===== config.mk =====
export PLATFORM = sky130hd
export DESIGN_NAME = load_store_align
export DESIGN_NICKNAME = d
export VERILOG_FILES = /design/src/verilog/dcache_pkg.sv /design/src/verilog/load_store_align.sv
export SDC_FILE = /design/constraint.sdc
export NUM_CORES = 1
export LEC_CHECK = 0
export BUFFER_PORTS_ARGS = -buffer_cell sky130_fd_sc_hd__buf_2
export CAP_MARGIN = 10
export CORE_UTILIZATION = 37
export DETAILED_ROUTE_END_ITERATION = 8
export PLACE_DENSITY_LB_ADDON = 0.1
export SYNTH_ARGS = -nofsm -noshare
export SYNTH_HDL_FRONTEND = slang
export SYNTH_SLANG_ARGS = --single-unit

===== constraint.sdc =====
create_clock -name vclk -period 2.5
set_input_delay 0.5 -clock vclk [all_inputs]
set_output_delay 0.5 -clock vclk [all_outputs]
set_load 0.01 [all_outputs]

===== src/verilog/dcache_pkg.sv =====
`default_nettype none

package dcache_pkg;

    // address or data word
    typedef logic [31:0] word_t;

    typedef enum logic [2:0] {
        LW,
        LH,
        LHU,
        LB,
        LBU,
        SW,
        SH,
        SB
    } ldst_op_t;

    // one access from the cpu
    typedef struct packed {
        word_t    addr;
        word_t    wdata;
        ldst_op_t op;
    } cpu_req_t;

    typedef struct packed {
        word_t rdata;
        logic  err;
    } cpu_resp_t;

    // one transfer on the memory bus
    typedef struct packed {
        word_t addr;
        word_t wdata;
        logic  write;
    } mem_req_t;

    typedef enum logic [3:0] {
        IDLE,
        LOOKUP,
        WB_REQ,
        WB_DROP,
        FILL_REQ,
        FILL_DROP,
        IO_REQ,
        IO_DROP,
        RESPOND
    } ctrl_state_t;

endpackage

`default_nettype wire


===== src/verilog/load_store_align.sv =====
`default_nettype none

module load_store_align (
    input  dcache_pkg::ldst_op_t op,
    input  dcache_pkg::word_t    addr,
    input  dcache_pkg::word_t    wdata,
    input  dcache_pkg::word_t    src,
    output dcache_pkg::word_t    load_result,
    output dcache_pkg::word_t    store_word
);
    import dcache_pkg::*;

    logic [4:0]  byte_base;
    logic [4:0]  half_base;
    logic [7:0]  lane_b;
    logic [15:0] lane_h;

    // bit offsets of the addressed lane
    assign byte_base = {addr[1:0], 3'b000};
    assign half_base = {addr[1], 4'b0000};

    assign lane_b = src[byte_base +: 8];
    assign lane_h = src[half_base +: 16];

    always_comb begin
        unique case (op)
            LW: begin
                load_result = src;
            end
            LH: begin
                load_result = {{16{lane_h[15]}}, lane_h};
            end
            LHU: begin
                load_result = {16'h0000, lane_h};
            end
            LB: begin
                load_result = {{24{lane_b[7]}}, lane_b};
            end
            LBU: begin
                load_result = {24'h000000, lane_b};
            end
            default: begin
                load_result = src;
            end
        endcase
    end

    // sub-word stores keep the other lanes of src
    always_comb begin
        store_word = src;
        unique case (op)
            SW: begin
                store_word = wdata;
            end
            SH: begin
                store_word[half_base +: 16] = wdata[15:0];
            end
            SB: begin
                store_word[byte_base +: 8] = wdata[7:0];
            end
            default: begin
                store_word = src;
            end
        endcase
    end

endmodule

`default_nettype wire


# --- Yosys cells after proc, flatten, opt, wreduce, memory -nomap -nowiden ---
# Cells that the tools add are included.
totals:
  regBits: 0
  elab_cells: 19
  out_inout_bits: 64
  in_bits: 99
op_classes:
  shifts: 6
  n_addsub: 2
  muxes: 4
  n_eq_ne: 7
ops:
  columns: ["operator", "n"]
  rows:
  - ["one-hot mux 32 bit (4 select lines)", 1]
  - ["one-hot mux 32 bit (3 select lines)", 1]
  - ["bitwise mux 32 bit", 2]
  - ["variable shift 16 x 7 -> 32 bit (first input constant)", 1]
  - ["variable shift 8 x 7 -> 32 bit (first input constant)", 1]
  - ["variable part select 16 x 7 -> 32 bit", 1]
  - ["variable part select 32 x 6 -> 16 bit", 1]
  - ["variable part select 32 x 6 -> 8 bit", 1]
  - ["variable part select 8 x 7 -> 32 bit", 1]
  - ["negator 5 -> 7 bit", 2]
  - ["equality test 3 bit (second input constant)", 4]
  - ["equality test 3 x 2 -> 1 bit (second input constant)", 2]
  - ["equality test 3 x 1 -> 1 bit (second input constant)", 1]

# --- Depth between registers and ports, before layout ---
depth:
  ltp_word: 4
  ltp_mapped: 7
  depth_no_buf: 6

# --- Worst setup path before layout ---
# Ideal clock, no wire load.
synth_path:
  path_type: "input port to output port"
  start: "in addr[0]"
  end: "out store_word[16]"
  t_arrival_ns: 2.009
  cell_stages: 7
  setup_slack_ns: -0.009
  required_time_ns: 2.000
  path_cell_list: "buf_2 inv_1 ha_1 nand3b_1 nor4_2 a21oi_1 o21ai_0"
synth_via:
  elab_chain_len: 4
  elab_cells_between_ends: 5
synth_lines:
  columns: ["element", "line", "text"]
  rows:
  - ["start: declaration", "load_store_align.sv:5", "input dcache_pkg::word_t addr,"]
  - ["negator 5 -> 7 bit (*)", "load_store_align.sv:59", "store_word[byte_base +: 8] = wdata[7:0];"]
  - ["variable part select 8 x 7 -> 32 bit or variable shift 8 x 7 -> 32 bit (tied branches)", "load_store_align.sv:59", null]
  - ["bitwise mux 32 bit (*)", "load_store_align.sv:59", null]
  - ["one-hot mux 32 bit (3 select lines) (*)", "load_store_align.sv:51", "unique case (op)"]
  - ["end: declaration", "load_store_align.sv:9", "output dcache_pkg::word_t store_word"]
# Every way passes the cells marked *; elsewhere a longest branch is shown, timed or not.

# --- Final worst setup path ---
layout_path:
  start: "in addr[0]"
  end: "out load_result[23]"
layout_via:
  elab_chain_len: 2
layout_lines:
  columns: ["element", "line", "text"]
  rows:
  - ["variable part select 32 x 6 -> 8 bit", "load_store_align.sv:22", "assign lane_b = src[byte_base +: 8];"]
  - ["one-hot mux 32 bit (4 select lines)", "load_store_align.sv:26", "unique case (op)"]
  - ["end: declaration", "load_store_align.sv:8", "output dcache_pkg::word_t load_result,"]
# Every way passes these cells.

==> results by group <==
Timing
  – Finish-stage setup viols: 16
  – Min cycle time layout: 2.55 ns
  – Hold Slack: 1.30 ns
  – Pins Over Slew Limit: 0
  – RSZ-0062 raised after global routing: yes
  – Max Fclk: 392 MHz
  – Worst rel slew slack: 0.596
  – Worst slew pin tran: 0.606 ns
  – Fin. Hold Viols: 0
  – Period utilisation layout: 1.02
  – Crit path setup slack, layout: -0.0517 ns

Placed design
  – Final HPWL DP: 5700 um
  – IO buf count: 133
  – GPL Wtd Cong: 0.898
  – DP Area: 2510 um^2

Setup path
  – Slowest stage delay, CP: 0.54 ns
  – Crit path buffers/inverters: 3
  – Element type at the critical path end: output pin
  – Critical path arrival: 2.05 ns
  – Setup CP Type: in -> out
  – Crit path max fanout: 8
  – Cell at the slowest stage of the critical path: mux4_2
  – Critical Path Source Type: input port
  – CP cell instances: buf_6, buf_6, mux4_2, mux2_4, and3_4, a21o_1, buf_2
  – WP data required: 2.00 ns
  – Worst path most repeated cell: buf_6
  – Crit path max-delay family: multiplexers

Layout
  – Area taken by multi-input logic gates: 1580 um^2
  – CLK BUF: 0
  – FF+latch count: 0
  – Seq. cell area: 0 um^2
  – Finished Cell Area: 2710 um^2
  – Nets: 485
  – Finished Core Util: 0.673
  – Layout cells sized above 1: 0.554
  – Antenna cells: 0
  – Area Growth Syn to Fin: 74.1%
  – Filler cells: 376

Power
  – PwrDens: 228 nW/um^2
  – Leakage: 1.44 nW
  – Switch Pwr: 0.320 mW
  – Clock share of power: 0
  – Combinational share of power: 1.000
  – Max IR drop VDD: 0.117 mV
  – Sequential Power Share: 0
  – Pint: 0.299 mW
  – Switching Fraction: 0.517

Synth
  – Most common cell in the netlist: a221o_1
  – Syn_nets: 322
  – Mapped cell area: 1560 um^2
  – Gate Count Post-Synth: 218
  – Cell taking the most area after synthesis: a221o_1
  – Warnings from Yosys: 0
  – Sequential share of the synthesized area: 0
  – Top cell type's share of synthesized area: 0.148
  – Ranking of synthesized cells by area: a221o_1, a222oi_1, a21o_1
  – Syn avg cell area: 7.15 um^2
  – Post-synth top cells: a221o_1, nand2_1, a21o_1
  – Number of distinct library cells after synthesis: 46

Routing
  – DRT iter0 DRCs: 249
  – Routed wire per std cell: 18.2 um
  – Routed via count: 2,578
  – Router iterations before antenna repair: 7
  – DRC viols: 0
  – Final ANT Viol Nets: 0
  – Total Wirelength: 7820 um
  – Vias per cell: 6.01

Floorplan
  – Starting Density: 0.387
  – Die width: 66.9 um
  – Core Region: 4030 um^2
  – Die Span Y: 66.9 um
  – Ports: 163
  – Row cnt: 23
  – Area of the die: 4470 um^2

Run
  – # Max-Cap Violations: 0

Run status
  – Status: finished, violations left
  – Failing checks: negative setup slack

Global route
  – First-pass GRT wire length: 11,100 um
  – Vias in the first global route: 2,193
  – Overflow after GRT: 0
  – Pin count of the biggest net entering global routing: 21
  – Initial antenna violation count: 0
  – Tot GR Track Use: 0.329

Hold path
  – Hold path depth: 4
  – Worst hold start: wdata[26]
  – Hold Path Sink: store_word[26]
  – Min-delay worst type: in -> out

CTS
  – CTS Hold Buffers Added: 0
[area by class of cell]
class / instances / area share
multi-input combinational: 193 / 0.581
inverter: 8 / 0.0125
tap: 50 / 0.0231
timing repair buffer: 178 / 0.384
[per-layer routing]
layer	global-route usage	routed length, um	vias up
met5	0	0	-
li1	-	-	1216
met4	0.0665	112	0
met3	0.0205	709	12
met1	0.466	3390	1196
met2	0.540	3610	154
[power groups by stage]
stage	clock [mW]	combinational [mW]	sequential, mW
finish	0	0.619	0
global placement	0	0.563	0
global route	0	0.664	0
CTS	0	0.587	0
detailed placement	0	0.565	0
floorplan	0	0.299	0
[placed cells by master (no fill, tap or decap), types with 2 or more instances in the layout]
cell / count
buf_2: 132
buf_4: 39
a221o_1: 23
nand2_1: 20
a21o_1: 17
a222oi_1: 16
nor2b_1: 11
and2_1: 11
o21ai_0: 10
a21oi_1: 9
nor2_1: 8
a22o_1: 8
mux2_2: 8
inv_1: 6
buf_6: 6
nor3b_2: 3
a21boi_0: 3
nor3_1: 3
o21ai_1: 3
ha_1: 3
nand3_1: 2
nand3b_1: 2
nor4_4: 2
nand2b_1: 2
o21ai_2: 2
o211ai_1: 2
and3_4: 2
a311oi_1: 2
[metrics by stage]
step	setup WS, ns	total power, mW	setup TNS, ns	cells
2_1_floorplan	0.0538	0.299	0	218
3_3_place_gp	-0.272	0.563	-5.66	421
3_5_place_dp	-0.287	0.565	-5.88	421
4_1_cts	-0.0551	0.587	-0.889	425
5_1_grt	-0.0940	0.664	-1.48	429
6_report	-0.0517	0.619	-0.609	429
[what timing repair did]
item                       CTS  global route
gates cloned                 1             0
pin swaps                    1             4
setup endpoints to repair   46            58
setup buffers                3             4
resized for setup           10            20
[worst max-delay path by stage]
| stage | start | slack, ns | cells after the start | endpoint |
|---|---|---|---|---|
| after floorplan | addr[0] | 0.05 | 7 | store_word[10] |
| after global placement | addr[1] | -0.27 | 8 | store_word[15] |
| after detailed placement | addr[1] | -0.29 | 8 | store_word[15] |
| after CTS | addr[0] | -0.06 | 7 | load_result[22] |
| after global routing | addr[0] | -0.09 | 7 | load_result[20] |
| final | addr[0] | -0.05 | 7 | load_result[23] |
[kinds of logic (layout without fill, tap and decap cells)]
| family | Yosys count | after routing | synth area share |
|---|---|---|---|
| compound gates | 102 | 102 | 0.526 |
| xor+xnor | 1 | 1 | 0.00562 |
| simple gates | 73 | 74 | 0.262 |
| mux | 11 | 11 | 0.0859 |
| fa+ha+maj | 5 | 5 | 0.0402 |
| buf+inv | 26 | 186 | 0.0803 |
Power figures use the tool's default switching activity.
