**config.mk**
```make
export PLATFORM = sky130hd
export DESIGN_NAME = bus_watchdog
export DESIGN_NICKNAME = d
export VERILOG_FILES = /design/src/verilog/bus_watchdog.sv
export SDC_FILE = /design/constraint.sdc
export NUM_CORES = 1
export LEC_CHECK = 0
export ABC_AREA = 1
export BUFFER_PORTS_ARGS = -buffer_cell sky130_fd_sc_hd__buf_2
export CORE_AREA = 2 2 39 41
export DETAILED_ROUTE_END_ITERATION = 8
export DIE_AREA = 0 0 41 43
export GPL_ROUTABILITY_DRIVEN = 0
export HOLD_SLACK_MARGIN = 0.03
export PLACE_DENSITY = 0.42
export SKIP_LAST_GASP = 1
export SLEW_MARGIN = 20
export SYNTH_ARGS = -nofsm -noshare
export SYNTH_HDL_FRONTEND = slang
export SYNTH_SLANG_ARGS = --single-unit
```
**constraint.sdc**
```tcl
create_clock -name clk -period 1.2 [get_ports clk]
set_input_delay 0.24 -clock clk [delete_from_list [all_inputs] [get_ports clk]]
set_output_delay 0.24 -clock clk [all_outputs]
set_load 0.03 [all_outputs]
```
**src/verilog/bus_watchdog.sv**
```systemverilog
`default_nettype none

module bus_watchdog #(
    parameter int TIMEOUT_CYCLES = 16
) (
    input  logic clk,
    input  logic rst,
    input  logic arm,
    output logic timeout
);

    localparam int CNT_BITS = $clog2(TIMEOUT_CYCLES + 1);
    localparam logic [CNT_BITS-1:0] LIMIT = CNT_BITS'(TIMEOUT_CYCLES);

    logic [CNT_BITS-1:0] count;

    // cycles spent waiting on the current request
    always_ff @(posedge clk) begin
        if (rst || !arm) begin
            count <= '0;
        end else if (count != LIMIT) begin
            count <= count + 1'b1;
        end
    end

    // stays up until the requester drops arm
    assign timeout = arm && (count == LIMIT);

endmodule

`default_nettype wire

```
## Word-level counts from Yosys, hierarchy flattened

Cells that the tools add are included.

- Add/sub/neg operators: 1
- Multiply operators: 0
- Divide/modulo/power cells: 0
- Order comparisons: 0
- Eq/ne operators: 2
- Shift-type cells: 0
- Mux-type cells: 0
- Bitwise gates (word level): 0
- Reductions and logical operators: 3

Operators with widths:

| cell | count |
|---|---|
| $add A5 B1 Y5 const B | 1 |
| $eq A5 B5 Y1 const B | 1 |
| $ne A5 B5 Y1 const B | 1 |
| $logic_and A1 B1 Y1 | 1 |
| $logic_not A1 Y1 | 1 |
| $logic_or A1 B1 Y1 | 1 |

- Register bits after elaboration: 5
- Bits in latches: 0
- Bits in writable memories: 0
- Bits in read-only memories: 0
- Input bits: 3
- Output and inout bits: 1
- Word-level logic and storage cells: 7
- Memories: 0

## Logic depth before layout (Yosys ltp)

Gate-level depths: netlist (run 1).

- Word-level depth: 2
- Depth in mapped cells: 7
- Depth with buffers taken out: 7

## Worst setup path before layout (run 1)

No wires, ideal clock.

- Path kind: register to output
- From: reg count[0]
- To: out timeout
- Arrival time: 1.157 ns
- Required time: 0.960 ns
- Slack: -0.197 ns
- Cell stages (with the launch flop): 7
- Buffers on the path: 0
- Path through: dfxtp_1 inv_1 ha_1 nand2_1 inv_1 nand2_1 nor2_1

- Cells in the longest elaborated chain, start to end: 2

Ends and longest elaborated chain:

| element | line | text |
|---|---|---|
| start, declared | 15 | `logic [CNT_BITS-1:0] count;` |
| start signal, assigned | 22 | `count <= count + 1'b1;` |
| $eq A5 B5 Y1 | 27 | `assign timeout = arm && (count == LIMIT);` |
| $logic_and A1 B1 Y1 | 27 |  |
| end, declared | 9 | `output logic timeout` |

Every way passes these cells.

## Worst setup path in the final report (run 1)

Ends and elaborated chain as after synthesis.

==> metrics, run 1 <==
switching component of the power 0.0000941 W; nets@finish 62; area share of the largest cell type after synthesis 0.372; Clock Sinks 5; leading cell type in the layout, fill and taps excluded sky130_fd_sc_hd__buf_4; leading registers by flop count count: 5 flops; antenna diode count 0; routed vias/inst 4.04; hold_buf cts 0; final worst-path setup slack -0.181 ns; area overhead of the layout relative to synthesis 65.6%; Worst Path Max Fanout 2; clock slew seen by the registers of the worst setup and hold paths 0.04 ns; number of max-slew violations in the final report 0; Seq cells post-synth 5; xor-xnor portion of the synthesized cell area 0.0326; detail-routed net length per standard cell 8.47 um; outcome finished, violations left; initial antenna violation count 0; top cells by area in the synthesized netlist sky130_fd_sc_hd__dfxtp_1, sky130_fd_sc_hd__inv_1, sky130_fd_sc_hd__nand2_1; class of the worst hold path in -> reg; Clk Latency, worst-skew pair 0.25 ns; leading area contributor after synthesis sky130_fd_sc_hd__dfxtp_1; Largest register FFs 5; power density over cell area 929 nW/um^2; Final Setup Violations 1; standard cell core area 1380 sq um; Reg power frac 0.418; startpoint type of the worst setup path flop; via count of the first global-routing pass 284; min cycle time layout 1.38 ns; Synth Warn # 0; worst hold margin 0.258 ns; sort of element at the end of the critical path primary output; P_int 0.000320 W; violated checks setup timing; floorplan die width 41 um; Relative slew margins 0.883; synthesized-area fraction occupied by ao, oa, aoi and oai cells 0.0744; largest clock skew in the final design 0.00138 ns; commonest cells after routing, fill and taps aside sky130_fd_sc_hd__buf_4, sky130_fd_sc_hd__nand2_1, sky130_fd_sc_hd__inv_1; global route total overflow 0; area of the die 1760 sq um; global-route usage over all layers 0.0974; count of buffers inserted at the top-level ports 3; global-route wire length before repair 1060 um; CTS tree yes; maximum level of the CTS H-tree 1; f_max 724 MHz; count of cell types in the netlist 10; setup repair after global routing missed its margin yes; PnR Total Power 0.000414 W; fillers 162; power share of the clock group 0.480; post-route clock period utilization 1.15; mux share of post-synthesis cell area 0; Vias 291; Critical Path AT 1.14 ns; static leakage 0.185 nW; fraction of the mapped netlist area in simple logic gates 0.330; total wire length 610 um; TritonCTS buffer count 3; Setup Total Neg Slack -0.181 ns; Top reg by flops count; cell area after technology mapping 269 sq um; largest family of logic cells by synthesized area simple AND/OR/NAND/NOR gates; share of final-layout standard cells stronger than drive strength 1 0.518; sequential-to-total area share from yosys stat 0.372; I/O pin total 4; fraction of power spent switching nets 0.228; post-route core utilization 0.322; total area of multi-input combinational cells 166 sq um; clock root buffer sky130_fd_sc_hd__clkbuf_4; maximum number of pins on one net before global-route repair 6; arithmetic-cell share of the synthesized area counting full adders, half adders and majority gates 0.0930; synthesized instance count 38; first-pass detailed-route iteration total 2; footprint of the flip-flops and latches 103 sq um; worst-margin pin slew 0.176 ns; Final Hold Viols 0; Max-Cap Viols 0; placed wire-length estimate 405 um; data required time of the critical path 0.96 ns; row count 14; Worst Setup Path Type reg -> out; residual DRC count 0; effective utilization at floorplan 0.194; DIE HEIGHT 43 um; remaining antenna violation count 0; Post-Syn Nets 43; combinational share of power 0.102; clock tree buffer depth 2; reg-to-reg slack, setup 0.10 ns; worst supply voltage drop on vdd 0.499 mV; initial drt markers 3; mean instance size in the synthesized netlist 7.08 sq um
[power by group through the flow]
stage	registers, W	logic, W	clock network [W]
after global placement	0.000175	0.0000339	0
after global routing	0.000173	0.0000475	0.000221
final	0.000173	0.0000422	0.000199
after floorplan	0.000176	0.0000166	0
after CTS	0.000173	0.0000383	0.000207
after detailed placement	0.000174	0.0000335	0
[kinds of logic (layout without fill, tap and decap cells)]
kind of cell,Yosys count,in the layout
adder cells (fa/ha/maj),2,2
flip-flops,5,5
buffers and inverters,7,25
XOR/XNOR,1,1
AO/OA/AOI/OAI,4,4
AND/OR/NAND/NOR,19,19
[metal layers]
metal / up-vias / global-route usage / part of all wire
li1: 156 / - / -
met3: 0 / 0.0628 / 0.041
met5: - / 0 / 0
met1: 128 / 0.0868 / 0.39
met4: 0 / 0.0800 / 0
met2: 7 / 0.144 / 0.56
[worst max-delay path, cell delays in order (launching register included)]
cell	delay (ns)
sky130_fd_sc_hd__dfxtp_2	0.31
sky130_fd_sc_hd__inv_2	0.05
sky130_fd_sc_hd__ha_1	0.13
sky130_fd_sc_hd__nand2_1	0.06
sky130_fd_sc_hd__inv_2	0.08
sky130_fd_sc_hd__nand2_4	0.06
sky130_fd_sc_hd__nor2_4	0.08
sky130_fd_sc_hd__buf_6	0.13
[what timing repair did]
item | CTS | global route
pin swaps | 1 | 1
setup buffers | 3 | 1
setup endpoints to repair | 1 | 3
resized for setup | 7 | 2
[area by class of cell]
| cell class | instances | area share |
|---|---|---|
| timing repair buffer | 14 | 0.233 |
| tap | 16 | 0.0449 |
| multi-input combinational | 26 | 0.374 |
| inverter | 7 | 0.0590 |
| sequential | 5 | 0.230 |
| clock buffer | 4 | 0.0590 |
[cells in the mapped netlist, drive strengths merged]
cell type and number:
nand2 7, inv 7, nand4 2, nor2 6, xnor2 1, a21oi 4
nand3 4, dfxtp 5, ha 2
[final timing paths]
check | from | endpoint | depth (start not counted)
max | count[0] | timeout | 7
min | rst | count[1] | 4
max reg2reg | count[0] | count[1] | 7
min reg2reg | count[4] | count[4] | 2
[stage by stage]
stage	area [sq um]	setup slack [ns]	std cells
after global routing	445	-0.245	72
after global placement	374	-0.0154	65
after detailed placement	374	-0.00515	65
after floorplan	279	0.0223	38
final	445	-0.181	72
after CTS	437	-0.180	72
(Power assumes the default switching activity.)
==> run 2, diff against run 1 <==
- CELL_PAD_IN_SITES_DETAIL_PLACEMENT: unset -> 1
- CELL_PAD_IN_SITES_GLOBAL_PLACEMENT: unset -> 2
- CTS_BUF_LIST: unset -> sky130_fd_sc_hd__clkbuf_8
- PLACE_DENSITY: 0.42 -> 0.61
==> metrics, run 2 (synthesized netlist as in run 1, its figures left out) <==
effective utilization at floorplan 0.194; clock slew seen by the registers of the worst setup and hold paths 0.04 ns; static leakage 0.195 nW; Reg power frac 0.333; remaining antenna violation count 0; residual DRC count 0; leading registers by flop count count: 5 flops; post-route clock period utilization 1.13; largest clock skew in the final design 0.000213 ns; global-route wire length before repair 1370 um; detail-routed net length per standard cell 10.3 um; global-route usage over all layers 0.115; commonest cells after routing, fill and taps aside sky130_fd_sc_hd__buf_4, sky130_fd_sc_hd__inv_1, sky130_fd_sc_hd__nand2_1; first-pass detailed-route iteration total 4; min cycle time layout 1.35 ns; power share of the clock group 0.576; most used routing layer in global routing met2; f_max 738 MHz; DIE HEIGHT 43 um; Largest register FFs 5; clock tree buffer depth 2; Critical Path Slowest Stage Cell sky130_fd_sc_hd__dfxtp_2; Max-Cap Viols 0; worst supply voltage drop on vdd 0.380 mV; series of cell instances along the critical path inv_2 > ha_4 > nand2_2 > inv_2 > nand2_4 > nor2_4 > buf_6; initial drt markers 1; data required time of the critical path 0.96 ns; P_int 0.000415 W; outcome finished, violations left; setup slack at placement -0.0357 ns; violated checks setup timing; via count of the first global-routing pass 324; post-route insts no fill 71; total wire length 730 um; global route total overflow 0; share of final-layout standard cells stronger than drive strength 1 0.545; count of buffers inserted at the top-level ports 3; Vias 300; standard cell core area 1380 sq um; Clock Sinks 5; startpoint type of the worst setup path flop; area of the die 1760 sq um; Worst Path Max Fanout 2; clock root buffer sky130_fd_sc_hd__clkbuf_8; placed cell count 64; fillers 176; combinational share of power 0.090; I/O pin total 4; area overhead of the layout relative to synthesis 75.3%; fraction of power spent switching nets 0.203; family of cells with the greatest summed delay on the critical path flip-flops; Final Hold Viols 0; switching component of the power 0.000106 W; grt met3 use 0.0314; number of max-slew violations in the final report 0; Clk Latency, worst-skew pair 0.22 ns; placed wire-length estimate 583 um; floorplan die width 41 um; setup repair after global routing missed its margin yes; nets@finish 61; TritonCTS buffer count 3; Worst Setup Path Type reg -> out; worst path bufs/invs 3; maximum level of the CTS H-tree 1; row count 14; antenna diode count 0; routed vias/inst 4.23; Critical Path AT 1.11 ns; Final Setup Violations 1; global routing usage on met2 0.184; PnR Total Power 0.000520 W; worst-margin pin slew 0.182 ns; leading cell type in the layout, fill and taps excluded sky130_fd_sc_hd__buf_4; most frequent CP cell sky130_fd_sc_hd__inv_2; hold_buf cts 0; met1 GRT Util 0.141; power density over cell area 1100 nW/um^2; sort of element at the end of the critical path primary output; initial antenna violation count 0; final worst-path setup slack -0.155 ns; highest cell delay on the worst timing path 0.31 ns; CTS tree yes; Top reg by flops count; class of the worst hold path in -> reg; maximum number of pins on one net before global-route repair 6; Relative slew margins 0.878
-- run 2: changes by cell type in the layout (fill, tap and decap cells not counted), sizes merged --
cell	delta
clkbuf	-1
inv	+1
buf	-1
-- run 2: per-layer routing --
layer	up-vias	wire length (um)
met2	3	425
met3	0	7
met4	0	0
li1	156	-
met5	-	0
met1	141	297
-- run 2: metrics by stage --
step                       util  setup TNS [ns]  instance area [sq um]  hold slack (ns)
final                     0.341          -0.155                    472            0.301
after global placement    0.265         -0.0258                    367            0.480
after global routing      0.341          -0.217                    472            0.309
after floorplan               -               0                    279            0.402
after CTS                 0.336          -0.153                    465            0.295
after detailed placement  0.265         -0.0357                    367            0.486
-- run 2: worst register-to-register path, cell delays in order (launching register included) --
cell	delay, ns
sky130_fd_sc_hd__dfxtp_2	0.33
sky130_fd_sc_hd__inv_2	0.05
sky130_fd_sc_hd__ha_4	0.15
sky130_fd_sc_hd__nand2_2	0.06
sky130_fd_sc_hd__inv_2	0.04
sky130_fd_sc_hd__buf_4	0.14
sky130_fd_sc_hd__a21oi_1	0.12
sky130_fd_sc_hd__nor2_1	0.06
-- run 2: worst paths after layout --
kind / from / endpoint / slack [ns] / cells after the start
setup / recovery: count[1] / timeout / -0.15 / 7
hold / removal: rst / count[0] / 0.30 / 4
hold reg to reg: count[4] / count[4] / 0.51 / 2
setup reg to reg: count[1] / count[0] / 0.13 / 7
-- run 2: area by class of cell --
type | instances | area [sq um] | area share
Tap cell | 16 | 20.0 | 0.0424
Clock inverter | 1 | 3.75 | 0.00796
Clock buffer | 3 | 41.3 | 0.0875
Sequential cell | 5 | 103 | 0.218
Timing Repair Buffer | 13 | 96.3 | 0.204
Multi-Input combinational cell | 26 | 181 | 0.385
Inverter | 7 | 26.3 | 0.0557
-- run 2: power by group through the flow --
stage,combinational (W),clock [W],sequential (W)
floorplan,0.0000166,0,0.000176
global placement,0.0000340,0,0.000175
detailed placement,0.0000364,0,0.000175
CTS,0.0000452,0.000309,0.000173
global route,0.0000532,0.000324,0.000174
finish,0.0000471,0.000300,0.000173
-- run 2: repair_timing --
item	in CTS	in global routing
setup buffers	4	1
pin swaps	2	1
endpoints found under the setup margin	1	3
gates resized for setup	9	3
==> run 3, diff against run 2 <==
- HOLD_SLACK_MARGIN: 0.03 -> 0.02
- PLACE_DENSITY: 0.61 -> unset
- PLACE_DENSITY_LB_ADDON: unset -> 0.1
==> metrics, run 3 (synthesized netlist as in run 1, its figures left out) <==
Clk Latency, worst-skew pair 0.22 ns; worst supply voltage drop on vdd 0.483 mV; count of buffers inserted at the top-level ports 3; Hold Path Cell Cnt 4; clock slew seen by the registers of the worst setup and hold paths 0.03 ns; maximum number of pins on one net before global-route repair 6; floorplan die width 41 um; placed wire-length estimate 603 um; Top reg by flops count; nets@finish 61; post-route insts no fill 71; global-route wire length before repair 1260 um; global route total overflow 0; final design instance area without fill 462 sq um; sort of element at the end of the critical path primary output; Final Hold Viols 0; area overhead of the layout relative to synthesis 71.6%; global-route usage over all layers 0.110; PnR Total Power 0.000519 W; final worst-path setup slack -0.162 ns; worst-margin pin slew 0.194 ns; worst-case reg-to-reg path depth 8; row count 14; setup slack at placement -0.0793 ns; Clock Sinks 5; clock root buffer sky130_fd_sc_hd__clkbuf_8; standard cell core area 1380 sq um; setup repair after global routing missed its margin yes; min cycle time layout 1.36 ns; violated checks setup timing; detail-routed net length per standard cell 10.6 um; power density over cell area 1120 nW/um^2; Relative slew margins 0.870; Worst Path Max Fanout 2; class of the worst hold path in -> reg; CTS tree yes; initial drt markers 2; Critical Path AT 1.12 ns; I/O pin total 4; outcome finished, violations left; TritonCTS buffer count 3; total wire length 755 um; first-pass detailed-route iteration total 2; f_max 734 MHz; Largest register FFs 5; remaining antenna violation count 0; Max-Cap Viols 0; post-route clock period utilization 1.14; Vias 301; hold_buf cts 0; effective utilization at floorplan 0.194; static leakage 0.195 nW; placed cell count 63; residual DRC count 0; Worst Setup Path Type reg -> out; clock tree buffer depth 2; routed vias/inst 4.24; via count of the first global-routing pass 312; DIE HEIGHT 43 um; largest clock skew in the final design 0.000184 ns; commonest cells after routing, fill and taps aside sky130_fd_sc_hd__buf_4, sky130_fd_sc_hd__inv_1, sky130_fd_sc_hd__nand2_1; maximum level of the CTS H-tree 1; Final Setup Violations 2; startpoint type of the worst setup path flop; area of the die 1760 sq um; placed instance area 359 sq um; data required time of the critical path 0.96 ns; leading registers by flop count count: 5 flops; initial antenna violation count 0; antenna diode count 0; number of max-slew violations in the final report 0; share of final-layout standard cells stronger than drive strength 1 0.491; leading cell type in the layout, fill and taps excluded sky130_fd_sc_hd__buf_4
-- run 3: cell counts in the layout (fill, tap and decap cells not counted) --
No cell type changed its count.
-- run 3: critical path: stages, from the launching register on --
cell,delay [ns]
sky130_fd_sc_hd__dfxtp_2,0.31
sky130_fd_sc_hd__inv_2,0.07
sky130_fd_sc_hd__ha_4,0.13
sky130_fd_sc_hd__nand2_2,0.05
sky130_fd_sc_hd__inv_2,0.08
sky130_fd_sc_hd__nand2_4,0.06
sky130_fd_sc_hd__nor2_4,0.08
sky130_fd_sc_hd__buf_6,0.13
-- run 3: stage by stage --
step / setup TNS (ns) / hold slack (ns) / util
global route: -0.357 / 0.326 / 0.334
finish: -0.173 / 0.295 / 0.334
global placement: -0.0450 / 0.489 / 0.259
CTS: -0.172 / 0.294 / 0.317
floorplan: 0 / 0.402 / -
detailed placement: -0.0793 / 0.493 / 0.259
-- run 3: repair_timing --
action | CTS | global route
gates resized for setup | 6 | 3
setup buffers | 3 | 1
pin swaps | 1 | 0
setup endpoints to repair | 1 | 1
gates cloned | 0 | 0
-- run 3: worst paths after layout --
| kind | start | slack [ns] | end |
|---|---|---|---|
| setup reg to reg | count[1] | -0.01 | count[1] |
| hold / removal | rst | 0.29 | count[1] |
| hold reg to reg | count[4] | 0.51 | count[4] |
| setup / recovery | count[0] | -0.16 | timeout |
-- run 3: final cells by class --
| class | instances | area [sq um] |
|---|---|---|
| repair buffers | 13 | 96.3 |
| well taps | 16 | 20.0 |
| fillers | 178 | 922 |
| clock buffers | 3 | 41.3 |
| multi-input cells | 26 | 173 |
| inverters | 7 | 26.3 |
| clock inverters | 1 | 3.75 |
| flip-flops and latches | 5 | 101 |
-- run 3: per-layer routing --
layer / up-vias / part of all wire / wire length [um] / global-route usage
met5: - / 0 / 0 / 0
met2: 2 / 0.56 / 424 / 0.169
met4: 0 / 0.033 / 25 / 0.0800
met3: 2 / 0 / 0 / 0.0314
met1: 143 / 0.40 / 303 / 0.122
li1: 154 / - / - / -
-- run 3: power breakdown --
group / internal [W] / switching [W] / leakage (nW)
Sequential: 0.000171 / 0.00000207 / 0.0409
Combinational: 0.0000230 / 0.0000218 / 0.127
Clock: 0.000219 / 0.0000822 / 0.0269
