[config.mk]
export PLATFORM = sky130hd
export DESIGN_NAME = dcache_ctrl
export DESIGN_NICKNAME = d
export VERILOG_FILES = /design/src/verilog/dcache_pkg.sv /design/src/verilog/dcache_ctrl.sv
export SDC_FILE = /design/constraint.sdc
export NUM_CORES = 1
export LEC_CHECK = 0
export BUFFER_PORTS_ARGS = -buffer_cell sky130_fd_sc_hd__buf_2
export CAP_MARGIN = 0
export CORE_AREA = 2 2 193 195
export CTS_CLUSTER_DIAMETER = 50
export DETAILED_ROUTE_END_ITERATION = 8
export DIE_AREA = 0 0 195 197
export PLACE_DENSITY_LB_ADDON = 0.3
export SYNTH_ARGS = -nofsm -noshare
export SYNTH_HDL_FRONTEND = slang
export SYNTH_SLANG_ARGS = --single-unit
[constraint.sdc]
create_clock -name clk -period 4.3 [get_ports clk]
set_input_delay 0.215 -clock clk [delete_from_list [all_inputs] [get_ports clk]]
set_output_delay 0.215 -clock clk [all_outputs]
set_load 0.02 [all_outputs]
[src/verilog/dcache_pkg.sv]
`default_nettype none

package dcache_pkg;

    // address or data word
    typedef logic [31:0] word_t;

    typedef enum logic [2:0] {
        LW,
        LH,
        LHU,
        LB,
        LBU,
        SW,
        SH,
        SB
    } ldst_op_t;

    // one access from the cpu
    typedef struct packed {
        word_t    addr;
        word_t    wdata;
        ldst_op_t op;
    } cpu_req_t;

    typedef struct packed {
        word_t rdata;
        logic  err;
    } cpu_resp_t;

    // one transfer on the memory bus
    typedef struct packed {
        word_t addr;
        word_t wdata;
        logic  write;
    } mem_req_t;

    typedef enum logic [3:0] {
        IDLE,
        LOOKUP,
        WB_REQ,
        WB_DROP,
        FILL_REQ,
        FILL_DROP,
        IO_REQ,
        IO_DROP,
        RESPOND
    } ctrl_state_t;

endpackage

`default_nettype wire

[src/verilog/dcache_ctrl.sv]
`default_nettype none

module dcache_ctrl (
    input  logic                  clk,
    input  logic                  rst,
    input  logic                  cpu_req,
    input  dcache_pkg::cpu_req_t  cpu_req_data,
    output logic                  cpu_ack,
    output dcache_pkg::cpu_resp_t cpu_resp,
    output logic                  mem_req,
    output dcache_pkg::mem_req_t  mem_req_data,
    input  logic                  mem_ack,
    input  dcache_pkg::word_t     mem_rdata,
    output dcache_pkg::word_t     arr_index_addr,
    output logic                  arr_we,
    output dcache_pkg::word_t     arr_wdata,
    output logic                  arr_dirty,
    input  logic                  hit,
    input  logic                  dirty,
    input  dcache_pkg::word_t     victim_tag_addr,
    input  dcache_pkg::word_t     stored_word,
    output dcache_pkg::ldst_op_t  align_op,
    output dcache_pkg::word_t     align_addr,
    output dcache_pkg::word_t     align_wdata,
    output dcache_pkg::word_t     align_src,
    input  dcache_pkg::word_t     load_result,
    input  dcache_pkg::word_t     store_word,
    output logic                  wd_arm,
    input  logic                  timeout
);
    import dcache_pkg::*;

    ctrl_state_t state;
    ctrl_state_t state_next;
    cpu_req_t    req_q;
    cpu_resp_t   resp_q;
    logic        is_store;
    logic        uncached;
    word_t       line_addr;
    word_t       load_data;

    assign is_store  = (req_q.op == SW) || (req_q.op == SH) || (req_q.op == SB);
    assign uncached  = (req_q.addr[19:16] == 4'hf);
    assign line_addr = {req_q.addr[31:2], 2'b00};
    assign load_data = is_store ? '0 : load_result;

    always_comb begin
        state_next = state;
        unique case (state)
            IDLE: begin
                if (cpu_req) state_next = LOOKUP;
            end
            LOOKUP: begin
                if (uncached) state_next = IO_REQ;
                else if (hit) state_next = RESPOND;
                else if (dirty) state_next = WB_REQ;
                else state_next = FILL_REQ;
            end
            // an ack wins over a timeout seen on the same edge
            WB_REQ: begin
                if (mem_ack) state_next = WB_DROP;
                else if (timeout) state_next = RESPOND;
            end
            WB_DROP: begin
                if (!mem_ack) state_next = FILL_REQ;
            end
            FILL_REQ: begin
                if (mem_ack) state_next = FILL_DROP;
                else if (timeout) state_next = RESPOND;
            end
            FILL_DROP: begin
                if (!mem_ack) state_next = RESPOND;
            end
            IO_REQ: begin
                if (mem_ack) state_next = IO_DROP;
                else if (timeout) state_next = RESPOND;
            end
            IO_DROP: begin
                if (!mem_ack) state_next = RESPOND;
            end
            RESPOND: begin
                if (cpu_ack && !cpu_req) state_next = IDLE;
            end
            default: begin
                state_next = IDLE;
            end
        endcase
    end

    always_ff @(posedge clk) begin
        if (rst) begin
            state   <= IDLE;
            cpu_ack <= 1'b0;
        end else begin
            state   <= state_next;
            cpu_ack <= (state == RESPOND) && cpu_req;
        end
    end

    always_ff @(posedge clk) begin
        if (state == IDLE && cpu_req) begin
            req_q <= cpu_req_data;
        end
        case (state)
            LOOKUP: begin
                if (!uncached && hit) resp_q <= '{rdata: load_data, err: 1'b0};
            end
            FILL_REQ, IO_REQ: begin
                if (mem_ack) resp_q <= '{rdata: load_data, err: 1'b0};
                else if (timeout) resp_q <= '{rdata: '0, err: 1'b1};
            end
            WB_REQ: begin
                if (!mem_ack && timeout) resp_q <= '{rdata: '0, err: 1'b1};
            end
            default: ;
        endcase
    end

    assign cpu_resp = resp_q;
    assign mem_req  = (state == WB_REQ) || (state == FILL_REQ) || (state == IO_REQ);
    assign wd_arm   = mem_req;

    // writeback uses the victim, io stores carry the lane-shifted data
    always_comb begin
        mem_req_data = '{addr: line_addr, wdata: '0, write: 1'b0};
        if (state == WB_REQ) begin
            mem_req_data = '{addr: victim_tag_addr, wdata: stored_word, write: 1'b1};
        end else if (state == IO_REQ && is_store) begin
            mem_req_data = '{addr: line_addr, wdata: store_word, write: 1'b1};
        end
    end

    always_comb begin
        case (state)
            FILL_REQ: align_src = mem_rdata;
            IO_REQ:   align_src = is_store ? '0 : mem_rdata;
            default:  align_src = stored_word;
        endcase
    end

    assign align_op    = req_q.op;
    assign align_addr  = req_q.addr;
    assign align_wdata = req_q.wdata;

    // read index follows the cpu in IDLE so the array read lines up with capture
    assign arr_index_addr = (state == IDLE) ? cpu_req_data.addr : req_q.addr;
    assign arr_we    = (state == LOOKUP && !uncached && hit && is_store)
                    || (state == FILL_REQ && mem_ack);
    assign arr_wdata = is_store ? store_word : mem_rdata;
    assign arr_dirty = is_store;

endmodule

`default_nettype wire

Word level (Yosys, flattened, before mapping)
Index checks and enable logic that the tools add are counted.
Word-level totals
  output and inout port bits: 266
  input bits: 234
  bits in registers: 105
  logic and storage cells: 74
Operators by class
  muxes and demuxes: 24
  eq/ne operators: 19
  reductions and logical operators: 24
Operators by type and width (number)
  two-way mux 33 bit: 5
  two-way mux 32 bit: 4
  case mux 33 bit (3 select lines): 1
  two-way mux 65 bit: 1
  case mux 32 bit (2 select lines): 1
  two-way mux 4 bit: 10
  case mux 4 bit (8 select lines): 1
  equality test 4 x 3 -> 1 bit, second input constant: 4
  inequality test 2 bit, second input constant: 6
  logical AND 1 bit: 10
  equality test 3 bit, second input constant: 3
  equality test 4 x 2 -> 1 bit, second input constant: 2
  equality test 4 bit, second input constant: 2
  AND reduction 4 bit: 2
  logical OR 1 bit: 5
  equality test 4 x 1 -> 1 bit, second input constant: 1
  zero test 4 bit: 1
  OR reduction 2 bit: 2
  zero test 1 bit: 3
  two-way mux 3 bit: 1
  inequality test 3 bit, second input constant: 1
  nonzero test 3 bit: 1

Depth between registers and ports, before layout
Gate-level depths: netlist of run 1.
  depth after elaboration: 6
  mapped depth: 7
  mapped depth without buffers: 5

Least setup slack after synthesis of run 1
OpenSTA, ideal clock, no wires.
  path kind: reg-to-reg
  from: register state[1]
  to: register resp_q (netlist bit cpu_resp[0]), enable pin
  path buffers: 1
  arrival: 3.135 ns
  cell stages (with the launch flop): 5
  data required time: 3.831 ns
  clock period less this slack: 3.604 ns
  slack: 0.696 ns
  library setup time: 0.469 ns
  cell sequence: dfxtp_1 > buf_2 > or2_1 > nand2_1 > o21ai_0
On the way
  longest elaborated chain between the ends: 4
  elaborated cells between the ends (all ways): 10
  classes of those cells: eq/ne (7); reduce/logical (3)
Ends and longest elaborated chain
  start, declared: line dcache_ctrl.sv:33  | ctrl_state_t state;
  start signal, assigned: line dcache_ctrl.sv:95  | state <= state_next;
  equality test 4 x 3 -> 1 bit: line dcache_ctrl.sv:104  | case (state)
  OR reduction 2 bit: line dcache_ctrl.sv:104
  inequality test 3 bit (no line) / nonzero test 3 bit (equally long branches)
  AND reduction 4 bit (no line) *
  end signal, assigned: line dcache_ctrl.sv:106  | if (!uncached && hit) resp_q <= '{rdata: load_data, err: 1'b0};
  end signal, assigned: line dcache_ctrl.sv:109  | if (mem_ack) resp_q <= '{rdata: load_data, err: 1'b0};
  end signal, assigned: line dcache_ctrl.sv:110  | else if (timeout) resp_q <= '{rdata: '0, err: 1'b1};
  end, declared: line dcache_ctrl.sv:36  | cpu_resp_t resp_q;
Mark *: on every way between the ends. The rest lies on a longest branch, timed or not.
A chain may end at the register's enable or synchronous reset.

Final worst setup path of run 1
  from: register state[2]
  to: output align_src[4]
On the way
  longest elaborated chain between the ends: 2
  elaborated cells between the ends (all ways): 3
  classes of those cells: eq/ne (2); mux (1)
Ends and longest elaborated chain
  equality test 4 x 3 -> 1 bit: line dcache_ctrl.sv:134  | case (state)
  case mux 32 bit (2 select lines) *: line dcache_ctrl.sv:134
  end, declared: line dcache_ctrl.sv:25  | output dcache_pkg::word_t align_src,
Marked as above.

==> results by group, run 1 <==
Timing
  – Final hold violation count: 0
  – Final setup margin: 1.22 ns
  – Fin. max-slew vios: 0
  – Fin crit share: 71.6%
  – Fmax: 325 MHz
  – Count of final setup violators: 0
  – Skew final: 0.0112 ns
  – Slew @ Worst Pin: 1.14 ns
  – Rel. slew slack: 23.9%
  – Clock period minus worst slack: 3.08 ns
  – RSZ-0062 raised after global routing: no
  – Setup TNS: 0 ns

Global routing
  – Largest net degree at the start of global routing: 63
  – Initial antenna violation count: 10
  – First-pass GRT wire length: 36400 microns
  – Vias in the first global route: approximately 5700
  – Total GRT Usage: 12.8%
  – Total congestion overflow: 0

Outcome
  – Status: complete, no violations

Clock tree
  – CTS tree: yes
  – Root Driver: clkbuf_16
  – Clk buf depth: 2
  – H-tree depth: 3
  – PostCTS Resize Cnt: 0
  – Clock Latency Late Sink: 0.36 ns
  – TritonCTS Buffers: 9
  – Clk sinks: 105
  – Clk pin slew, worst setup/hold paths: 0.08 ns

Finish
  – Register area: 0.00310 sq mm
  – Area of the multi-input gates: 0.00220 sq mm
  – Syn-to-layout area delta: 59.3%
  – Final cell count without fillers: 1404
  – Fin util: 24.3%
  – Ratio of cells with drive above 1 in the final layout: 63.0%
  – Final nets: 1165
  – Fill cells: 3949

Floorplanning
  – Top Ports: 500
  – Die width: 195 microns
  – Die area: 0.0384 sq mm
  – Row count: 70
  – Initial core utilization: 15.2%
  – Die Y: 197 microns
  – Core area: ~0.036 sq mm

Synth
  – Synth Register Bits: between 100 and 150
  – Register area share after synthesis: 56.2%
  – Post-synth ARST share: 0%
  – Mapped Nets: 686
  – YS warnings: 0
  – EDFF count, synth: 100
  – Syn avg cell area: 12.2 sq um
  – Synth unique cells: 40
  – Syn Inst Count: between 400 and 500
  – Post-Synthesis Cell Area: between 0.005 and 0.006 sq mm
  – Top_reg_cell synth: edfxtp_1

Critical path
  – WP depth: 5
  – CP Class: flip-flop to primary output
  – CP max stage delay: 0.79 ns
  – CP bufs+invs: 2
  – FF-to-FF path depth: 4
  – Arrival time worst endpoint: 2.86 ns
  – CP required: 4.09 ns
  – Worst path slowest cell: a21oi_4
  – Worst path cell trace: or3b_1, buf_4, a21oi_4, a22o_1, buf_2
  – Critical path capture point type: primary output
  – Max Fanout on Critical Path: 34
  – Setup crit start kind: flip-flop
  – Delay-heaviest family, CP: compound AO/OA/AOI/OAI gates

Drt
  – Antenna Nets Post-Route: 0
  – Vias/cell: 4.12
  – First DRT Iteration DRCs: 213
  – Routed vias: 5785
  – Post-DR wirelength/cell: 18.4 microns
  – Drt total wl: roughly 26000 microns
  – Remaining DRCs: 0
  – TritonRoute pass-1 iters: 6

Power and ir drop
  – Seq pwr share: 40.9%
  – Max VDD drop: 0.272 mV
  – Combinational cell fraction of total power: 31.2%
  – Net Sw Power: 1050 uW
  – Internal: 2040 uW
  – Clock power frac: 27.9%
  – Sw Share: 34.0%
  – P_leak: 0.00411 uW
  – Pwr dens: 352 mW/mm^2

Place
  – Detailed Place HPWL: 20500 microns
  – Place WS: between 1.5 and 2 ns
  – GPL Wtd Cong: 0.817
  – Placed insts: between 1000 and 1500
  – I/O Buffers: 499

Run
  – # Max-Cap Violations: 0

Worst hold path
  – Worst Hold Depth: 1
  – Hold WC Path Type: input pin to flip-flop
-- synth_stat cells (all sizes together), types with 4 or more instances --
library cell	number	area share [%]
a22o	32	5.1
and2	34	3.9
a32o	32	5.8
a21oi	8	1.0
nor3	4	0.36
buf	30	3.2
mux2	62	13
edfxtp	100	54
inv	7	0.48
clkbuf	9	0.68
nand2	99	6.7
dfxtp	5	1.8
-- flip-flops by register name, summed over array words and instances (netlist names) --
register,cells
state,4
align_wdata,32
cpu_ack,1
align_addr,32
align_op,3
cpu_resp,33
-- power groups by stage --
stage          clock [uW]  sequential, uW  combinational (uW)
4_1_cts               901            1270                 975
3_3_place_gp            0            1290                 971
2_1_floorplan           0            1370                 480
6_report              863            1270                 965
3_5_place_dp            0            1290                 972
5_1_grt               933            1280                1030
-- metrics by stage --
step	instance area, sq um	power (uW)	hold slack (ns)
after detailed placement	8470	2260	0.393
after floorplan	5520	1850	0.292
after CTS	8790	3140	0.00159
final	8790	3090	0.0275
after global routing	8790	3240	0.00802
after global placement	8470	2260	0.392
-- worst paths after layout --
path,to,from,slack [ns]
setup reg to reg,align_addr[31],state[2],1.84
hold reg to reg,state[3],cpu_ack,0.61
hold / removal,align_wdata[7],cpu_req_data[10],0.03
setup / recovery,align_src[4],state[2],1.22
-- cell type report --
| cell class | count | share of cell area (%) |
|---|---|---|
| Sequential cell | 105 | 35.3 |
| Timing Repair Buffer | 507 | 29.3 |
| Multi-Input combinational cell | 301 | 25.0 |
| Tap cell | 468 | 6.66 |
| Clock buffer | 9 | 2.56 |
| Clock inverter | 6 | 0.882 |
| Inverter | 7 | 0.299 |
| Antenna cell | 1 | 0.0285 |
-- cell families (layout without fill, tap and decap cells) --
group	Yosys count	count (layout)	synth area share (%)
flip-flops	105	105	56.2
other	0	1	0
AND/OR/NAND/NOR	155	155	13.2
AO/OA/AOI/OAI	84	84	13.6
buffers and inverters	46	529	4.35
multiplexers	62	62	12.7
-- worst reg2reg max path, delay by kind of cell (launching register included) --
family        cells  cell delay (ns)
buf+inv           2             0.82
flops             1             0.45
simple gates      2             0.81
-- placed cells by master, fill, tap and decap left out, drive strengths merged, types with 3 or more instances in the layout --
| cell type | synthesis | final |
|---|---|---|
| a21oi | 8 | 8 |
| a22o | 32 | 32 |
| a32o | 32 | 32 |
| and2 | 34 | 34 |
| and3 | 3 | 3 |
| buf | 30 | 505 |
| clkbuf | 9 | 9 |
| dfxtp | 5 | 5 |
| edfxtp | 100 | 100 |
| inv | 7 | 9 |
| mux2 | 62 | 62 |
| nand2 | 99 | 99 |
| nor2 | 3 | 3 |
| nor2b | 3 | 3 |
| nor3 | 4 | 4 |
| o21ai | 3 | 3 |
-- metal layers --
| metal | up-vias | wire length (microns) | global-route usage (%) |
|---|---|---|---|
| met1 | 2720 | 9400 | 13.3 |
| met4 | 6 | 744 | 4.95 |
| met2 | 351 | 13300 | 23.8 |
| met5 | - | 40 | 0 |
| met3 | 46 | 2340 | 4.07 |
| li1 | 2662 | - | - |
-- repair_timing --
action	in CTS	in global routing
buffers inserted	0	0
setup endpoints to repair	0	0
hold endpoints to repair	2	0
hold buffers	2	0
Note: power is estimated with default switching activity, not from simulation.
==> run 2, diff against run 1 <==
==> constraint.sdc (replaced) <==
create_clock -name clk -period 3.2 [get_ports clk]
set_input_delay 0.16 -clock clk [delete_from_list [all_inputs] [get_ports clk]]
set_output_delay 0.16 -clock clk [all_outputs]
set_load 0.02 [all_outputs]
==> run 2 against run 1 <==
  * Clock skew fell by 0.0046 ns
  * Final cell count rose by 5.1%
  * Final area rose by 8.2%
  * Die area did not move
  * Highest routed layer unchanged
  * Power rose by 39%
  * Worst hold slack improved by 0.023 ns
  * First-iteration DRC count fell by 17%
  * Setup slack got worse by 0.66 ns
  * Largest cell class is now buffers
  * Combinational power rose by 43%
  * Utilization rose by 2.0 points
  * Register-to-register slack got worse by 0.92 ns
==> results by group, run 2 (same netlist as run 1, synthesis figures left out) <==
Timing
  – Rel. slew slack: 23.3% (-0.69 points)
  – Fin crit share: 82.4%
  – Skew final: 0.00666 ns (-0.00456 ns)
  – Slew @ Worst Pin: 1.15 ns (+0.0103 ns)
  – Clock period minus worst slack: 2.64 ns
  – Final setup margin: 0.563 ns (-0.658 ns)
  – Fin. max-slew vios: 0 (unchanged)
  – Setup TNS: 0 ns (unchanged)
  – Fmax: 379 MHz
  – RSZ-0062 raised after global routing: no
  – Final hold violation count: 0 (unchanged)
  – WHS: 0.0508 ns (+0.0233 ns)
  – Count of final setup violators: 0 (unchanged)

Place
  – I/O Buffers: 499 (unchanged)
  – GPL Wtd Cong: 0.824 (+0.89%)
  – Place WS: 0.841 ns (-0.777 ns)
  – Placed insts: 1390 (+0.29%)
  – Detailed Place HPWL: 21400 microns (+4.8%)

Clock tree
  – Root Driver: clkbuf_16
  – Post-CTS Setup Repair Bufs: 0 (unchanged)
  – Clk buf depth: 2 (unchanged)
  – CTS Hold Bufs: 66 (+64)
  – PostCTS Resize Cnt: 0 (unchanged)
  – TritonCTS Buffers: 9 (unchanged)
  – CTS tree: yes
  – Clk sinks: 105 (unchanged)
  – Clock Latency Late Sink: 0.36 ns (about the same)
  – Clk pin slew, worst setup/hold paths: 0.07 ns (about the same)
  – H-tree depth: 3 (unchanged)

Floorplanning
  – Die area: 0.0384 sq mm (unchanged)
  – Core area: 0.0363 sq mm (unchanged)
  – Initial core utilization: 15.2% (unchanged)
  – Row count: 70 (unchanged)
  – Die Y: 197 microns (unchanged)
  – Die width: 195 microns (unchanged)
  – Top Ports: 500 (unchanged)

Critical path
  – Setup crit start kind: flip-flop
  – Critical path capture point type: primary output
  – Max Fanout on Critical Path: 32 (-5.9%)
  – Arrival time worst endpoint: 2.48 ns (-0.38 ns)
  – CP Class: flip-flop to primary output
  – CP required: 3.04 ns (-1.05 ns)

Outcome
  – Status: complete, no violations

Worst hold path
  – Hold WC Path Type: input pin to flip-flop

Power and ir drop
  – Max VDD drop: 0.294 mV (+8.1%)
  – P_leak: 0.00442 uW (+7.4%)
  – Pwr dens: 454 mW/mm^2 (+29%)

Finish
  – Most frequent cells in the layout: buf_2, edfxtp_1, nand2_1, dlygate4sd3_1, mux2_2
  – Syn-to-layout area delta: 72.3%
  – Fin util: 26.2% (+2.0 points)
  – Max reg flops: 33 (unchanged)
  – Commonest non-fill, non-tap cell in the layout: buf_2
  – Final cell count without fillers: 1475 (+5.1%)
  – Final nets: 1234 (+5.9%)
  – Ratio of cells with drive above 1 in the final layout: 59.0% (-4.0 points)

Drt
  – Met2 WL: 13700 microns (+3.0%)
  – Antenna Nets Post-Route: 0 (unchanged)
  – Drt total wl: 27500 microns (+6.5%)
  – TritonRoute pass-1 iters: 5 (-1)
  – Vias/cell: 4.16 (+1.0%)
  – First DRT Iteration DRCs: 176 (-17%)
  – Max Used Layer: met5
  – Met3 routed WL: 2570 microns (+9.8%)
  – Remaining DRCs: 0 (unchanged)
  – Post-DR wirelength/cell: 18.6 microns (+1.4%)
  – Wl on met1: 9710 microns (+3.3%)
  – Routed vias: 6139 (+6.1%)

Global routing
  – Total congestion overflow: 0 (unchanged)
  – First-pass GRT wire length: 39100 microns (+7.4%)
  – Largest net degree at the start of global routing: 66 (+4.8%)
  – Total GRT Usage: 13.7% (+0.96 points)
  – Initial antenna violation count: 14 (+4)
  – Vias in the first global route: 6323 (+11%)

Run
  – # Max-Cap Violations: 0 (unchanged)
==> run 2: changes by cell type in the layout (fill, tap and decap cells not counted) <==
cell and delta:
dlygate4sd3_1 +65, clkinv_4 -1, inv_6 +1, diode_2 +1, buf_4 +3, bufinv_16 +1
clkinv_1 +1, inv_8 -1, buf_12 +1
==> run 2: area by class of cell <==
cell class	instances	area [sq um]
antenna	2	5.00
clock buffer	9	225
clock inverter	7	100
fill	3902	26700
inverter	7	26.3
multi-input combinational	301	2200
sequential	105	3100
tap	468	586
timing repair buffer	576	3270
==> run 2: per-stage QoR <==
step	cell area, sq um	power (uW)
2_1_floorplan	5520	2490
3_3_place_gp	8510	3060
3_5_place_dp	8510	3060
4_1_cts	9500	4380
5_1_grt	9510	4520
6_report	9510	4320
==> run 2: critical path, stage by stage (launching register included) <==
cell and delay [ns]:
dfxtp_1 0.61, nor2b_1 0.33, and2_4 0.53, buf_12 0.26, a32o_1 0.16, buf_2 0.17
==> run 2: final timing paths <==
check | from | endpoint | slack (ns) | cells past startpoint
max | state[1] | mem_req_data[8] | 0.56 | 5
min | rst | cpu_ack | 0.05 | 2
max reg2reg | state[2] | cpu_resp[2] | 0.92 | 5
min reg2reg | cpu_ack | state[3] | 0.61 | 2
==> run 2: power breakdown <==
group          switching (uW)  internal (uW)
clock                     537            694
sequential               60.8           1640
combinational             842            541
==> run 2: layer usage <==
layer,vias to the layer above,GRT usage (%)
li1,2799,-
met1,2875,13.7
met2,379,24.6
met3,74,4.86
met4,12,8.14
met5,-,0
==> run 3, diff against run 2 <==
==> constraint.sdc (replaced) <==
create_clock -name clk -period 2.51 [get_ports clk]
set_input_delay 0.1255 -clock clk [delete_from_list [all_inputs] [get_ports clk]]
set_output_delay 0.1255 -clock clk [all_outputs]
set_load 0.02 [all_outputs]
==> run 3 against run 2 <==
  * Die area unchanged
  * Critical path depth unchanged
  * Clock skew is essentially flat
  * Sequential share of layout area is 0.34 points lower
  * Combinational power grew 30%
  * Critical path type unchanged
==> results by group, run 3 (same netlist as run 1, synthesis figures left out) <==
Clock tree
  – H-tree depth: 3 (unchanged)
  – CTS tree: yes
  – Root Driver: clkbuf_16
  – Clock Latency Late Sink: 0.35 ns (about the same)
  – Clk sinks: 105 (unchanged)
  – TritonCTS Buffers: 9 (unchanged)
  – Clk buf depth: 2 (unchanged)
  – Clk pin slew, worst setup/hold paths: 0.07 ns (about the same)

Place
  – GPL Wtd Cong: 0.833 (+1.0%)
  – I/O Buffers: 499 (unchanged)
  – Place WS: 0.413 ns (-0.427 ns)
  – Detailed Place HPWL: 21600 microns (+0.71%)

Timing
  – Skew final: 0.00671 ns (+0.0000564 ns)
  – Clock period minus worst slack: 2.30 ns
  – RSZ-0062 raised after global routing: no
  – Count of final setup violators: 0 (unchanged)
  – Setup TNS: 0 ns (unchanged)
  – Fin crit share: 91.8%
  – Rel. slew slack: 30.4% (+7.1 points)
  – Fmax: between 400 and 500 MHz
  – Fin. max-slew vios: 0 (unchanged)
  – Slew @ Worst Pin: 1.04 ns (-0.111 ns)
  – Final setup margin: 0.205 ns (-0.358 ns)
  – Final hold violation count: 0 (unchanged)

Drt
  – Post-DR wirelength/cell: 18.2 microns (-2.2%)
  – Routed vias: 6102 (-0.60%)
  – Remaining DRCs: 0 (unchanged)
  – Drt total wl: 27100 microns (-1.4%)
  – TritonRoute pass-1 iters: 6 (+1)
  – Vias/cell: 4.10 (-1.4%)
  – Antenna Nets Post-Route: 0 (unchanged)
  – First DRT Iteration DRCs: 201 (+14%)

Power and ir drop
  – Combinational cell fraction of total power: 33.3% (+1.3 points)
  – Internal: 3590 uW (+25%)
  – Clock power frac: 26.4% (-2.1 points)
  – Max VDD drop: 0.457 mV (+55%)
  – Pwr dens: 561 mW/mm^2 (+24%)
  – Seq pwr share: 40.2% (+0.7 points)
  – P_leak: 0.00447 uW (+1.1%)
  – Sw Share: 33.4% (about the same)
  – Net Sw Power: 1800 uW (+25%)

Critical path
  – CP max stage delay: 0.40 ns (-0.21 ns)
  – CP required: 2.38 ns (-0.66 ns)
  – CP Class: flip-flop to primary output
  – Critical path capture point type: primary output
  – Max Fanout on Critical Path: 32 (unchanged)
  – Worst path cell trace: nor2_1, and2_4, buf_12, mux2_2, buf_2
  – Worst path slowest cell: dfxtp_1
  – Arrival time worst endpoint: 2.18 ns (-0.30 ns)
  – Setup crit start kind: flip-flop

Floorplanning
  – Row count: 70 (unchanged)
  – Top Ports: 500 (unchanged)
  – Initial core utilization: 15.2% (unchanged)
  – Core area: 0.0363 sq mm (unchanged)
  – Die width: 195 microns (unchanged)
  – Die area: 0.0384 sq mm (unchanged)
  – Die Y: 197 microns (unchanged)

Outcome
  – Status: complete, no violations

Finish
  – Syn-to-layout area delta: 74.1%
  – Fill cells: 3862 (-1.0%)
  – Most frequent cells in the layout: buf_2, edfxtp_1, nand2_1, dlygate4sd3_1, mux2_2
  – Register area: 0.00310 sq mm (unchanged)
  – Commonest non-fill, non-tap cell in the layout: buf_2
  – Ratio of cells with drive above 1 in the final layout: 59.3% (+0.27 points)
  – Max reg flops: 33 (unchanged)
  – Final nets: 1243 (+0.73%)
  – Area of the multi-input gates: 0.00220 sq mm (+0.11%)

Worst hold path
  – Hold WC Path Type: input pin to flip-flop

Run
  – # Max-Cap Violations: 0 (unchanged)

Global routing
  – Initial antenna violation count: 8 (-6)
  – First-pass GRT wire length: 38600 microns (-1.4%)
  – Vias in the first global route: 6132 (-3.0%)
  – Total congestion overflow: 0 (unchanged)
  – Total GRT Usage: 13.5% (-0.18 points)
  – Largest net degree at the start of global routing: 60 (-9.1%)
-- run 3: metrics by stage --
step | cell area (sq um) | power (uW) | util [%] | hold WS [ns] | instances
global placement | 8620 | 3930 | 23.8 | 0.302 | 1398
global route | 9610 | 5640 | 26.5 | 0.0275 | 1485
CTS | 9600 | 5480 | 26.5 | 0.0207 | 1482
detailed placement | 8620 | 3940 | 23.8 | 0.304 | 1398
finish | 9610 | 5390 | 26.5 | 0.0480 | 1487
floorplan | 5520 | 3170 | - | 0.202 | 452
-- run 3: repair_timing --
action                                 4_1_cts  5_1_grt
resized for setup                            0        1
endpoints found under the hold margin       70        0
setup buffers                                0        0
hold buffers                                68        0
setup endpoints to repair                    0        7
-- run 3: area by class of cell --
type	instances	share of cell area [%]
repair buffers	585	35.3
flip-flops and latches	105	32.3
multi-input cells	301	22.9
well taps	468	6.09
clock buffers	9	2.34
clock inverters	7	0.716
inverters	7	0.273
diodes	5	0.130
-- run 3: power groups by stage --
stage          Clock [uW]  Combinational [uW]  Sequential, uW
2_1_floorplan           0                 824            2340
3_3_place_gp            0                1730            2210
3_5_place_dp            0                1730            2210
4_1_cts              1480                1820            2170
5_1_grt              1530                1920            2190
6_report             1420                1800            2170
-- run 3: worst max-delay path: cells and delay by family, from the launching register on --
kind | cells | cell delay, ns
simple gates | 2 | 0.61
flops | 1 | 0.40
buf+inv | 2 | 0.39
mux | 1 | 0.39
-- run 3: final timing paths --
check,slack [ns],from,depth (start not counted),endpoint
max reg2reg,0.43,state[2],3,cpu_resp[14]
min reg2reg,0.62,cpu_ack,2,state[3]
min,0.05,load_result[22],2,cpu_resp[23]
max,0.21,state[3],5,mem_req_data[44]
-- run 3: routing by layer --
layer	vias up	global-route usage [%]	wire length (microns)
met5	-	0	0
met4	0	6.08	871
met3	38	3.82	2150
met2	357	25.1	14100
met1	2876	14.2	9940
li1	2831	-	-
